===== config.mk =====
export PLATFORM = sky130hd
export DESIGN_NAME = lsu_lsc_ctl_flat
export DESIGN_NICKNAME = d
export VERILOG_FILES = /design/src/source/lsu_cfg_pkg.sv /design/src/source/lsu_types_pkg.sv /design/src/source/lsu_pipe_if.sv /design/src/source/lsu_lsc_ctl.sv /design/src/flat_wrapper.sv
export SDC_FILE = /design/constraint.sdc
export NUM_CORES = 1
export LEC_CHECK = 0
export BUFFER_PORTS_ARGS = -buffer_cell sky130_fd_sc_hd__buf_2
export CAP_MARGIN = 10
export CORE_MARGIN = 2
export CORE_UTILIZATION = 52
export DETAILED_ROUTE_END_ITERATION = 8
export GPL_TIMING_DRIVEN = 0
export MAX_ROUTING_LAYER = met4
export PLACE_DENSITY = 0.8
export SYNTH_ARGS = -nofsm -noshare
export SYNTH_HDL_FRONTEND = slang
export SYNTH_SLANG_ARGS = --single-unit

===== constraint.sdc =====
create_clock -name clk -period 4.86 [get_ports clk]
set_clock_uncertainty 0.05 [all_clocks]
set_input_delay 0.972 -clock clk [delete_from_list [all_inputs] [get_ports clk]]
set_output_delay 0.972 -clock clk [all_outputs]
set_load 0.05 [all_outputs]

===== src/source/lsu_cfg_pkg.sv =====
// DCCM configuration constants
`default_nettype none

package lsu_cfg_pkg;

  // **************************************************************************
  // Memory map
  // **************************************************************************

  localparam logic [31:0] DCCM_BASE = 32'hf004_0000;  // First byte of the DCCM window
  localparam int unsigned DCCM_SIZE = 1024;           // Window size in bytes
  localparam int          DCCM_BITS = 10;             // Byte offset inside the window

  // Word index into the array, also the DCCM port address width
  localparam int DCCM_WORD_BITS = 8;

  // **************************************************************************
  // Data widths
  // **************************************************************************

  localparam int DATA_WIDTH  = 32;  // One data word
  localparam int ECC_WIDTH   = 7;   // Six Hamming bits plus overall parity

  // Stored word, check code sits above the data
  localparam int FDATA_WIDTH = DATA_WIDTH + ECC_WIDTH;

endpackage

`default_nettype wire


===== src/source/lsu_types_pkg.sv =====
// Load/store unit types
`default_nettype none

package lsu_types_pkg;
  import lsu_cfg_pkg::*;

  // **************************************************************************
  // Plain vectors
  // **************************************************************************

  typedef logic [DATA_WIDTH-1:0]     lsu_data_t;    // Register-file data word
  typedef logic [31:0]               lsu_addr_t;    // Byte address
  typedef logic [DCCM_WORD_BITS-1:0] dccm_addr_t;   // Word index into the DCCM
  typedef logic [FDATA_WIDTH-1:0]    dccm_fdata_t;  // Data plus check code
  typedef logic [ECC_WIDTH-1:0]      ecc_t;         // SECDED check code
  typedef logic [11:0]               lsu_offset_t;  // Immediate from the instruction
  typedef logic [3:0]                byte_en_t;     // One bit per byte lane

  // **************************************************************************
  // Enumerations
  // **************************************************************************

  // Access size, encoded as the funct3 low bits of a load or store
  typedef enum logic [1:0] {
    SIZE_BYTE = 2'b00,
    SIZE_HALF = 2'b01,
    SIZE_WORD = 2'b10
  } lsu_size_e;

  // Exception kind reported in dc3
  // Misaligned wins over access fault, access fault over double ECC
  typedef enum logic [1:0] {
    ERR_NONE         = 2'b00,
    ERR_MISALIGNED   = 2'b01,
    ERR_ACCESS_FAULT = 2'b10,
    ERR_ECC_DOUBLE   = 2'b11
  } lsu_err_e;

endpackage

`default_nettype wire


===== src/source/lsu_pipe_if.sv =====
// Control to DCCM pipeline link
`timescale 1ns/100ps
`default_nettype none

interface lsu_pipe_if;
  import lsu_types_pkg::*;

  // dc1 stage
  logic       dc1_access;      // Valid, aligned, inside the DCCM
  dccm_addr_t dc1_word;        // Word to read

  // dc2 stage
  logic       dc2_access;
  logic       dc2_store;
  lsu_size_e  dc2_size;
  logic       dc2_unsigned;    // Zero-extend a load
  logic [1:0] dc2_byte_off;    // Byte lane within the word
  dccm_addr_t dc2_word;
  lsu_data_t  dc2_store_data;  // Unaligned store operand
  logic       dc2_ecc_double;  // Uncorrectable word seen in dc2

  modport ctl (
    output dc1_access, dc1_word,
    output dc2_access, dc2_store, dc2_size, dc2_unsigned, dc2_byte_off, dc2_word,
    output dc2_store_data,
    input  dc2_ecc_double
  );

  modport dccm (
    input  dc1_access, dc1_word,
    input  dc2_access, dc2_store, dc2_size, dc2_unsigned, dc2_byte_off, dc2_word,
    input  dc2_store_data,
    output dc2_ecc_double
  );

endinterface

`default_nettype wire


===== src/source/lsu_lsc_ctl.sv =====
// Load/store control pipeline
`timescale 1ns/100ps
`default_nettype none

module lsu_lsc_ctl (
  input  logic                       clk,
  input  logic                       rst_n,
  input  logic                       req_valid,       // New access this cycle
  input  logic                       req_store,
  input  lsu_types_pkg::lsu_size_e   req_size,
  input  logic                       req_unsigned,
  input  lsu_types_pkg::lsu_addr_t   req_rs1,         // Base register
  input  lsu_types_pkg::lsu_offset_t req_offset,      // Signed immediate
  input  lsu_types_pkg::lsu_data_t   req_store_data,
  lsu_pipe_if.ctl                    pipe,
  output logic                       lsu_error_valid,
  output lsu_types_pkg::lsu_err_e    lsu_error_kind,
  output logic                       lsu_error_store,
  output lsu_types_pkg::lsu_addr_t   lsu_error_addr,
  output logic                       lsu_idle
);
  import lsu_types_pkg::*;
  import lsu_cfg_pkg::*;

  // Request as captured into dc1
  logic        dc1_valid;
  logic        dc1_store;
  logic        dc1_unsigned;
  lsu_size_e   dc1_size;
  lsu_addr_t   dc1_rs1;
  lsu_offset_t dc1_offset;
  lsu_data_t   dc1_store_data;

  lsu_addr_t   dc1_addr;        // Effective address
  logic        dc1_in_dccm;
  logic        dc1_misaligned;
  lsu_err_e    dc1_exc;

  logic        dc2_valid;       // Any access, faulting or not
  lsu_addr_t   dc2_addr;
  lsu_err_e    dc2_exc;         // Exception found in dc1
  lsu_err_e    dc2_err;         // Final kind after ECC fold
  logic        dc3_valid;

  // **************************************************************************
  // dc1: request capture and address checks
  // **************************************************************************

  always_ff @(posedge clk) begin
    if (!rst_n) begin
      dc1_valid <= 1'b0;
    end else begin
      dc1_valid <= req_valid;
    end
  end

  always_ff @(posedge clk) begin
    if (req_valid) begin  // Operands only move with a strobe
      dc1_store      <= req_store;
      dc1_unsigned   <= req_unsigned;
      dc1_size       <= req_size;
      dc1_rs1        <= req_rs1;
      dc1_offset     <= req_offset;
      dc1_store_data <= req_store_data;
    end
  end

  assign dc1_addr = dc1_rs1 + {{20{dc1_offset[11]}}, dc1_offset};  // rs1 + sext(imm)

  // Half on odd byte, word off a 4-byte boundary
  assign dc1_misaligned = ((dc1_size == SIZE_HALF) & dc1_addr[0]) |
                          ((dc1_size == SIZE_WORD) & (|dc1_addr[1:0]));

  assign dc1_in_dccm = (dc1_addr - DCCM_BASE) < DCCM_SIZE;  // Wraps below the base

  always_comb begin
    if (dc1_misaligned) begin
      dc1_exc = ERR_MISALIGNED;
    end else if (!dc1_in_dccm) begin
      dc1_exc = ERR_ACCESS_FAULT;  // No bus behind the DCCM
    end else begin
      dc1_exc = ERR_NONE;
    end
  end

  // Only clean accesses touch the array
  assign pipe.dc1_access = dc1_valid & (dc1_exc == ERR_NONE);
  assign pipe.dc1_word   = dc1_addr[DCCM_BITS-1:2];

  // **************************************************************************
  // dc2: access fields for DCCM control
  // **************************************************************************

  always_ff @(posedge clk) begin
    if (!rst_n) begin
      dc2_valid       <= 1'b0;
      pipe.dc2_access <= 1'b0;
    end else begin
      dc2_valid       <= dc1_valid;
      pipe.dc2_access <= pipe.dc1_access;
    end
  end

  always_ff @(posedge clk) begin
    pipe.dc2_store      <= dc1_store;
    pipe.dc2_size       <= dc1_size;
    pipe.dc2_unsigned   <= dc1_unsigned;
    pipe.dc2_store_data <= dc1_store_data;
    dc2_addr            <= dc1_addr;
    dc2_exc             <= dc1_exc;
  end

  assign pipe.dc2_byte_off = dc2_addr[1:0];
  assign pipe.dc2_word     = dc2_addr[DCCM_BITS-1:2];

  // Address exceptions keep priority over the ECC result
  assign dc2_err = (dc2_exc != ERR_NONE) ? dc2_exc :
                   pipe.dc2_ecc_double   ? ERR_ECC_DOUBLE : ERR_NONE;

  // **************************************************************************
  // dc3: registered exception report
  // **************************************************************************

  always_ff @(posedge clk) begin
    if (!rst_n) begin
      dc3_valid       <= 1'b0;
      lsu_error_valid <= 1'b0;
    end else begin
      dc3_valid       <= dc2_valid;
      lsu_error_valid <= dc2_valid & (dc2_err != ERR_NONE);
    end
  end

  always_ff @(posedge clk) begin
    lsu_error_kind  <= dc2_err;
    lsu_error_store <= pipe.dc2_store;
    lsu_error_addr  <= dc2_addr;  // Effective address, as for mtval
  end

  assign lsu_idle = ~(dc1_valid | dc2_valid | dc3_valid);  // Nothing in flight

endmodule

`default_nettype wire


===== src/flat_wrapper.sv =====
// flat-port wrapper written by rule: the top's interface ports become plain ports
module lsu_lsc_ctl_flat import lsu_types_pkg::*; import lsu_cfg_pkg::*;
  (clk, rst_n, req_valid, req_store, req_size, req_unsigned, req_rs1, req_offset, req_store_data, lsu_error_valid, lsu_error_kind, lsu_error_store, lsu_error_addr, lsu_idle, pipe_dc1_access, pipe_dc1_word, pipe_dc2_access, pipe_dc2_store, pipe_dc2_size, pipe_dc2_unsigned, pipe_dc2_byte_off, pipe_dc2_word, pipe_dc2_store_data, pipe_dc2_ecc_double);
  lsu_pipe_if pipe_i ();
  input  logic clk;
  input  logic rst_n;
  input  logic req_valid;
  input  logic req_store;
  input  lsu_types_pkg::lsu_size_e req_size;
  input  logic req_unsigned;
  input  lsu_types_pkg::lsu_addr_t req_rs1;
  input  lsu_types_pkg::lsu_offset_t req_offset;
  input  lsu_types_pkg::lsu_data_t req_store_data;
  output logic lsu_error_valid;
  output lsu_types_pkg::lsu_err_e lsu_error_kind;
  output logic lsu_error_store;
  output lsu_types_pkg::lsu_addr_t lsu_error_addr;
  output logic lsu_idle;
  output wire logic [$bits(pipe_i.dc1_access)-1:0] pipe_dc1_access;
  output wire logic [$bits(pipe_i.dc1_word)-1:0] pipe_dc1_word;
  output wire logic [$bits(pipe_i.dc2_access)-1:0] pipe_dc2_access;
  output wire logic [$bits(pipe_i.dc2_store)-1:0] pipe_dc2_store;
  output wire logic [$bits(pipe_i.dc2_size)-1:0] pipe_dc2_size;
  output wire logic [$bits(pipe_i.dc2_unsigned)-1:0] pipe_dc2_unsigned;
  output wire logic [$bits(pipe_i.dc2_byte_off)-1:0] pipe_dc2_byte_off;
  output wire logic [$bits(pipe_i.dc2_word)-1:0] pipe_dc2_word;
  output wire logic [$bits(pipe_i.dc2_store_data)-1:0] pipe_dc2_store_data;
  input wire logic [$bits(pipe_i.dc2_ecc_double)-1:0] pipe_dc2_ecc_double;
  assign pipe_dc1_access = pipe_i.dc1_access;
  assign pipe_dc1_word = pipe_i.dc1_word;
  assign pipe_dc2_access = pipe_i.dc2_access;
  assign pipe_dc2_store = pipe_i.dc2_store;
  assign pipe_dc2_size = pipe_i.dc2_size;
  assign pipe_dc2_unsigned = pipe_i.dc2_unsigned;
  assign pipe_dc2_byte_off = pipe_i.dc2_byte_off;
  assign pipe_dc2_word = pipe_i.dc2_word;
  assign pipe_dc2_store_data = pipe_i.dc2_store_data;
  assign pipe_i.dc2_ecc_double = pipe_dc2_ecc_double;
  lsu_lsc_ctl u_core (.clk(clk), .rst_n(rst_n), .req_valid(req_valid), .req_store(req_store), .req_size(req_size), .req_unsigned(req_unsigned), .req_rs1(req_rs1), .req_offset(req_offset), .req_store_data(req_store_data), .pipe(pipe_i), .lsu_error_valid(lsu_error_valid), .lsu_error_kind(lsu_error_kind), .lsu_error_store(lsu_error_store), .lsu_error_addr(lsu_error_addr), .lsu_idle(lsu_idle));
endmodule

==> results of run 1 <==
## critical path: cells and delay by family, from the launching register on
| kind | cells | cell delay [ns] |
|---|---|---|
| simple gates | 2 | 0.79 |
| compound gates | 6 | 1.30 |
| buf+inv | 3 | 0.49 |
| fa+ha+maj | 2 | 0.59 |
| flops | 1 | 0.37 |
| xor+xnor | 1 | 0.20 |
## state kept, by name, summed over array words and instances (netlist names)
name	count
u_core.dc1_unsigned	1
u_core.lsu_error_store	1
u_core.lsu_error_valid	1
u_core.dc1_valid	1
u_core.lsu_error_addr	32
u_core.lsu_error_kind	2
u_core.dc1_size	2
u_core.dc1_store	1
u_core.dc2_valid	1
u_core.pipe.dc2_store_data	32
u_core.pipe.dc2_size	2
u_core.dc1_rs1	32
u_core.dc1_store_data	32
u_core.pipe.dc2_access	1
u_core.pipe.dc2_unsigned	1
u_core.dc1_offset	12
u_core.dc2_addr	32
u_core.dc3_valid	1
u_core.dc2_exc	2
u_core.pipe.dc2_store	1
## where the power goes
| group | leakage [nW] | total [mW] | internal (mW) | switching (mW) |
|---|---|---|---|---|
| clock network | 0.271 | 1.28 | 0.721 | 0.562 |
| registers | 1.71 | 2.01 | 1.93 | 0.0774 |
| logic | 1.89 | 1.47 | 0.463 | 1.00 |
## stage by stage
stage | hold slack (ns) | instance area [um2] | setup TNS (ns) | total power, mW | worst slack (ns)
finish | 0.273 | 9070 | -0.349 | 4.76 | -0.349
global route | 0.281 | 9070 | -0.480 | 4.96 | -0.480
CTS | 0.274 | 8940 | -0.306 | 4.74 | -0.306
detailed placement | 0.262 | 8080 | -0.388 | 3.37 | -0.388
global placement | 0.263 | 8050 | -0.469 | 3.34 | -0.469
floorplan | 0.260 | 6950 | 0 | 3.05 | 0.00992
## cell usage after synthesis, types with 2 or more instances
| cell type | number | area, um2 |
|---|---|---|
| or4b_2 | 2 | 20.0 |
| a211oi_1 | 6 | 45.0 |
| nand4_1 | 7 | 43.8 |
| o21ai_1 | 3 | 15.0 |
| o21ai_0 | 23 | 115 |
| and2_2 | 2 | 15.0 |
| and2_1 | 10 | 62.6 |
| xnor2_1 | 11 | 96.3 |
| and3_1 | 4 | 25.0 |
| or2_2 | 3 | 18.8 |
| o21a_1 | 5 | 37.5 |
| nor4_1 | 3 | 18.8 |
| o31ai_1 | 2 | 15.0 |
| a2111oi_4 | 2 | 55.1 |
| clkbuf_1 | 7 | 26.3 |
| nand2_1 | 29 | 109 |
| a21oi_1 | 28 | 140 |
| inv_1 | 10 | 37.5 |
| xor2_1 | 15 | 131 |
| a211o_1 | 2 | 17.5 |
| a221o_1 | 2 | 20.0 |
| ha_1 | 31 | 388 |
| o211ai_1 | 4 | 30.0 |
| dfxtp_1 | 110 | 2200 |
| a311oi_1 | 3 | 26.3 |
| o21bai_1 | 4 | 30.0 |
| a21o_1 | 14 | 105 |
| edfxtp_1 | 80 | 2400 |
| nor2b_1 | 3 | 18.8 |
| buf_2 | 2 | 10.0 |
| a211oi_2 | 4 | 50.1 |
| or3_1 | 5 | 31.3 |
| nor2_1 | 19 | 71.3 |
| nand3_1 | 9 | 45.0 |
| buf_4 | 18 | 135 |
| nor3_1 | 5 | 25.0 |
| o211a_1 | 2 | 20.0 |
## kinds of logic (layout without fill, tap and decap cells)
kind of cell / count (synthesis) / after routing / synth area share [%]
AOI/OAI and AO/OA: 121 / 121 / 12.6
xor gates and xnor gates: 26 / 26 / 3.29
buffers and inverters: 38 / 261 / 3.18
and+or+nand+nor: 110 / 110 / 8.44
adders and majority gates: 32 / 32 / 5.90
DFF: 190 / 190 / 66.5
## layer usage
layer | up-vias | routed length, um
met5 | - | 0
met4 | 0 | 258
met3 | 19 | 873
met2 | 168 | 6920
met1 | 2189 | 5990
li1 | 2308 | -
## worst paths after layout
kind | from | to | slack [ns]
worst max-delay path | u_core.dc1_rs1[0]$_DFFE_PP_ | pipe_dc1_access | -0.35
worst min-delay path | u_core.dc2_addr[12]$_DFF_P_ | u_core.lsu_error_addr[12]$_DFF_P_ | 0.27
worst max register to register | u_core.dc1_rs1[0]$_DFFE_PP_ | u_core.pipe.dc2_access$_SDFF_PN0_ | 0.98
worst min register to register | u_core.dc2_addr[12]$_DFF_P_ | u_core.lsu_error_addr[12]$_DFF_P_ | 0.27
## timing repair
item / in CTS / in global routing
resized for setup: 36 / 22
setup endpoints to repair: 1 / 1
gates cloned: 1 / 0
pin swaps: 25 / 16
setup buffers: 15 / 6
## cell type report
type,count,area (um2)
Sequential cell,190,4600
Fill cell,983,4060
Multi-Input combinational cell,289,2380
Timing Repair Buffer,198,1120
Clock buffer,19,443
Tap cell,176,220
Buffer,21,155
Clock inverter,13,115
Inverter,10,37.5
==> flow_summary_export.csv, run 1 <==
group,metric,value,unit
place,dpl.hpwl,9810,um
drt,drtAntennaViolNets,0,
global_routing,use_met1,24.6,%
die,core_area,13100,um2
critical_path,rr_worst_depth,12,
critical_path,worstPathRequired,3.84,ns
worst_hold_path,hold_path_depth,0,
global_routing,use_met2,33.9,%
yosys,synth-seq-area-share,66.5,%
drt,dr_total_vias,4684,
clocking,cts_tree,"yes",
yosys,ys_seq_elements,190,
yosys,syn-num-nets,633,
sta,post-route-period-util,107,%
yosys,syn_area_per_cell,13.4,um2
yosys,synth-async-reset-ratio,0,%
power,leakagePower,3.87,nW
drt,drt_iter0_drc,288,
drt,vias_per_cell,5.11,
place,portBuffers,176,
layout,area_growth,31.2,%
clocking,cts_buffer_depth,2,
clocking,cts.htree.levels,4,
sta,final_hold_viol_count,0,
global_routing,grt_use_met3,5.80,%
critical_path,crit_fanout,3,
yosys,synth_area,6920,um2
drt,avgRoutedWirePerCell,15.3,um
global_routing,grt_busiest_layer,"met2",
layout,num-nets-final,843,
die,die_w,119,um
clocking,clock-sinks,190,
die,die_h,119,um
layout,antenna_cells,0,
clocking,hold_buffers,0,
sta,setup_violations,1,
global_routing,grt_pass1_vias,4791,
drt,drt_wl_total,14000,um
die,io_pins,177,
critical_path,cp.arrival,4.19,ns
critical_path,crit_type,"reg2out",
sta,relSlewSlack,62.1,%
clocking,clock-root-buffer,"clkbuf_16",
yosys,synth_cell_type_count,65,
clocking,worstSkewPairLatency,0.42,ns
layout,final_cell_mix,"buf_2 (175), dfxtp_1 (110), edfxtp_1 (80)",
yosys,postSynthCellCount,517,
layout,final_common_cell,"buf_2",
critical_path,critical_path.cell_chain,"ha_2 > fa_2 > a211oi_4 > o21ai_4 > a211oi_4 > a2111oi_4 > a2111oi_4 > buf_4 > buf_6 > o21ai_4 > xor2_2 > or4b_4 > nor4_4 > buf_6",
sta,worst_slack,-0.349,ns
die,die_area,14200,um2
layout,final_cells,916,
place,gp_congestion,0.929,
sta,max_freq,192,MHz
yosys,yosysWarnings,0,
run_status,status,"complete, but fails checks",
clocking,numCtsBuffers,17,
power,power_density,524,nW/um2
global_routing,grt_use_total,20.8,%
critical_path,cp-start-kind,"flip-flop",
global_routing,antenna_found_initial,0,
drt,drcViolationCount,0,
run_status,violations,"negative setup slack",
worst_hold_path,hold_class,"reg2reg",
critical_path,cpPeakStageDelay,0.56,ns
yosys,synth_edf_count,80,
critical_path,worst_path_max_delay_cell,"or4b_4",
global_routing,grt_max_degree,64,
job,max_cap_viol_count,0,
power,ir_worst_vdd,0.000307,V
sta,drv_slew,0,
clocking,path_clk_slew,0.07,ns
global_routing,grt_pass1_wl,22500,um
sta,min_period,5.21,ns
yosys,synthFlopType,"dfxtp_1",
layout,final_core_util,69.1,%
drt,drt_first_pass_iters,4,
global_routing,grt_overflow,0,
sta,worst_pin_slew,0.563,ns
place,place_inst,870,
critical_path,critPathCaptureType,"output pin",
die,fp-row-count,42,
die,start_util,52.7,%
layout,drive_gt1_share,40.8,%
sta,rsz0062_at_grt,"yes",
Power figures use the tool's default switching activity.
==> inputs of run 2 (changes only) <==
CORE_MARGIN = 4   (was 2)
CORE_UTILIZATION = 45   (was 52)
HOLD_SLACK_MARGIN = 0.02   (was default)
PLACE_DENSITY = 0.71   (was 0.8)
==> run 2 against run 1 <==
Against the previous run: the flow still finishes with violations (negative setup slack); design area down 2.1%; die area up 22%; critical path type unchanged; first-iteration DRC count down 24%.
==> flow_summary_export.csv, run 2 (synthesized netlist as in run 1, its figures left out) <==
group,metric,value,unit
critical_path,crit_type,"reg2out",
place,portBuffers,176,
sta,worst_slack,-0.250,ns
layout,final_cell_mix,"buf_2 (176), dfxtp_1 (110), edfxtp_1 (80)",
sta,max_freq,196,MHz
global_routing,grt_overflow,0,
global_routing,grt_max_degree,66,
global_routing,grt_pass1_vias,4737,
clocking,cts.htree.levels,4,
place,dpl.hpwl,10300,um
sta,worst_pin_slew,0.415,ns
sta,relSlewSlack,72.0,%
layout,drive_gt1_share,37.6,%
clocking,worstSkewPairLatency,0.41,ns
job,max_cap_viol_count,0,
global_routing,antenna_found_initial,0,
global_routing,grt_use_total,16.5,%
place,gp_congestion,0.839,
place,place_inst,882,
worst_hold_path,hold_start,"u_core.dc2_addr[23]$_DFF_P_",
die,start_util,45.7,%
drt,dr_total_vias,4580,
clocking,clock-sinks,190,
drt,vias_per_cell,4.99,
sta,final_hold_viol_count,0,
sta,post-route-period-util,105,%
power,ir_worst_vdd,0.000269,V
power,leakagePower,3.82,nW
layout,final_common_cell,"buf_2",
worst_hold_path,hold_path_depth,0,
layout,final_cells,917,
layout,final_core_util,58.7,%
clocking,cts_tree,"yes",
drt,avgRoutedWirePerCell,14.8,um
clocking,numCtsBuffers,17,
sta,rsz0062_at_grt,"yes",
clocking,cts_buffer_depth,2,
die,io_pins,177,
sta,min_period,5.11,ns
power,power_density,544,nW/um2
critical_path,r2r_start,"u_core.dc1_offset[11]$_DFFE_PP_",
layout,antenna_cells,0,
drt,drt_wl_total,13600,um
critical_path,critPathCaptureType,"output pin",
drt,drtAntennaViolNets,0,
critical_path,cp-start-kind,"flip-flop",
run_status,status,"complete, but fails checks",
die,die_h,132,um
critical_path,crit_fanout,12,
sta,setup_violations,1,
drt,drt_iter0_drc,220,
die,fp-row-count,45,
die,die_w,132,um
critical_path,worstPathRequired,3.84,ns
clocking,clock-root-buffer,"clkbuf_16",
critical_path,rr_worst_depth,12,
layout,n_fill_cell,1233,
run_status,violations,"negative setup slack",
global_routing,grt_pass1_wl,22700,um
clocking,path_clk_slew,0.06,ns
critical_path,worstSetupStartpoint,"u_core.dc1_offset[11]$_DFFE_PP_",
layout,area_growth,28.5,%
layout,num-nets-final,832,
worst_hold_path,hold_class,"reg2reg",
die,core_area,15100,um2
critical_path,cp.arrival,4.09,ns
drt,drcViolationCount,0,
die,die_area,17400,um2
drt,drt_first_pass_iters,4,
sta,drv_slew,0,
-- run 2: cell type report --
cell class | count | area, um2 | area share [%]
Buffer | 26 | 178 | 2.00
Clock buffer | 19 | 454 | 5.11
Clock inverter | 13 | 185 | 2.08
Inverter | 10 | 37.5 | 0.422
Multi-Input combinational cell | 289 | 2230 | 25.1
Sequential cell | 190 | 4600 | 51.8
Tap cell | 188 | 235 | 2.65
Timing Repair Buffer | 182 | 967 | 10.9
-- run 2: what timing repair did --
item / 4_1_cts / 5_1_grt
hold buffers: 0 / 0
gates cloned: 0 / 0
gates resized for setup: 8 / 20
pin swaps: 7 / 3
buffers inserted: 5 / 0
setup endpoints to repair: 1 / 1
-- run 2: metrics by stage --
stage	setup WS, ns	power [mW]	setup TNS (ns)	cell area, um2	hold WS (ns)
after floorplan	0.00992	3.05	0	6950	0.260
after global placement	-0.521	3.35	-0.521	8060	0.263
after detailed placement	-0.438	3.37	-0.438	8090	0.262
after CTS	-0.337	4.87	-0.337	8820	0.275
after global routing	-0.441	5.06	-0.441	8890	0.278
final	-0.250	4.84	-0.250	8890	0.275
-- run 2: critical path, stage by stage (launching register included) --
cell and delay (ns):
edfxtp_1 0.41, buf_12 0.17, ha_1 0.28, buf_6 0.15, a211oi_2 0.22, o21ai_1 0.10
a31o_1 0.26, a221o_1 0.37, or3_4 0.36, a2111oi_4 0.33, nand4bb_1 0.18, or4_4 0.47
nor4_4 0.17, buf_6 0.20
-- run 2: per-layer routing --
metal  vias to the layer above  share of wire (%)  wire [um]  track usage [%]
li1                       2292                  -          -                -
met2                       158                 44       6000             24.3
met1                      2116                 47       6330             21.5
met3                        14                7.6       1030             5.19
met4                         0                1.5        207             5.95
met5                         -                  0          0                -
-- run 2: path summary, 6_finish.rpt --
check | endpoint | slack, ns
hold / removal | u_core.lsu_error_addr[23]$_DFF_P_ | 0.28
hold reg to reg | u_core.lsu_error_addr[23]$_DFF_P_ | 0.28
setup reg to reg | u_core.pipe.dc2_access$_SDFF_PN0_ | 1.13
setup / recovery | pipe_dc1_access | -0.25
-- run 2: where the power goes --
| part | total [mW] | internal [mW] | leakage [nW] | switching (mW) |
|---|---|---|---|---|
| clock network | 1.47 | 0.895 | 0.309 | 0.573 |
| logic | 1.37 | 0.399 | 1.80 | 0.972 |
| registers | 2.00 | 1.93 | 1.71 | 0.0702 |
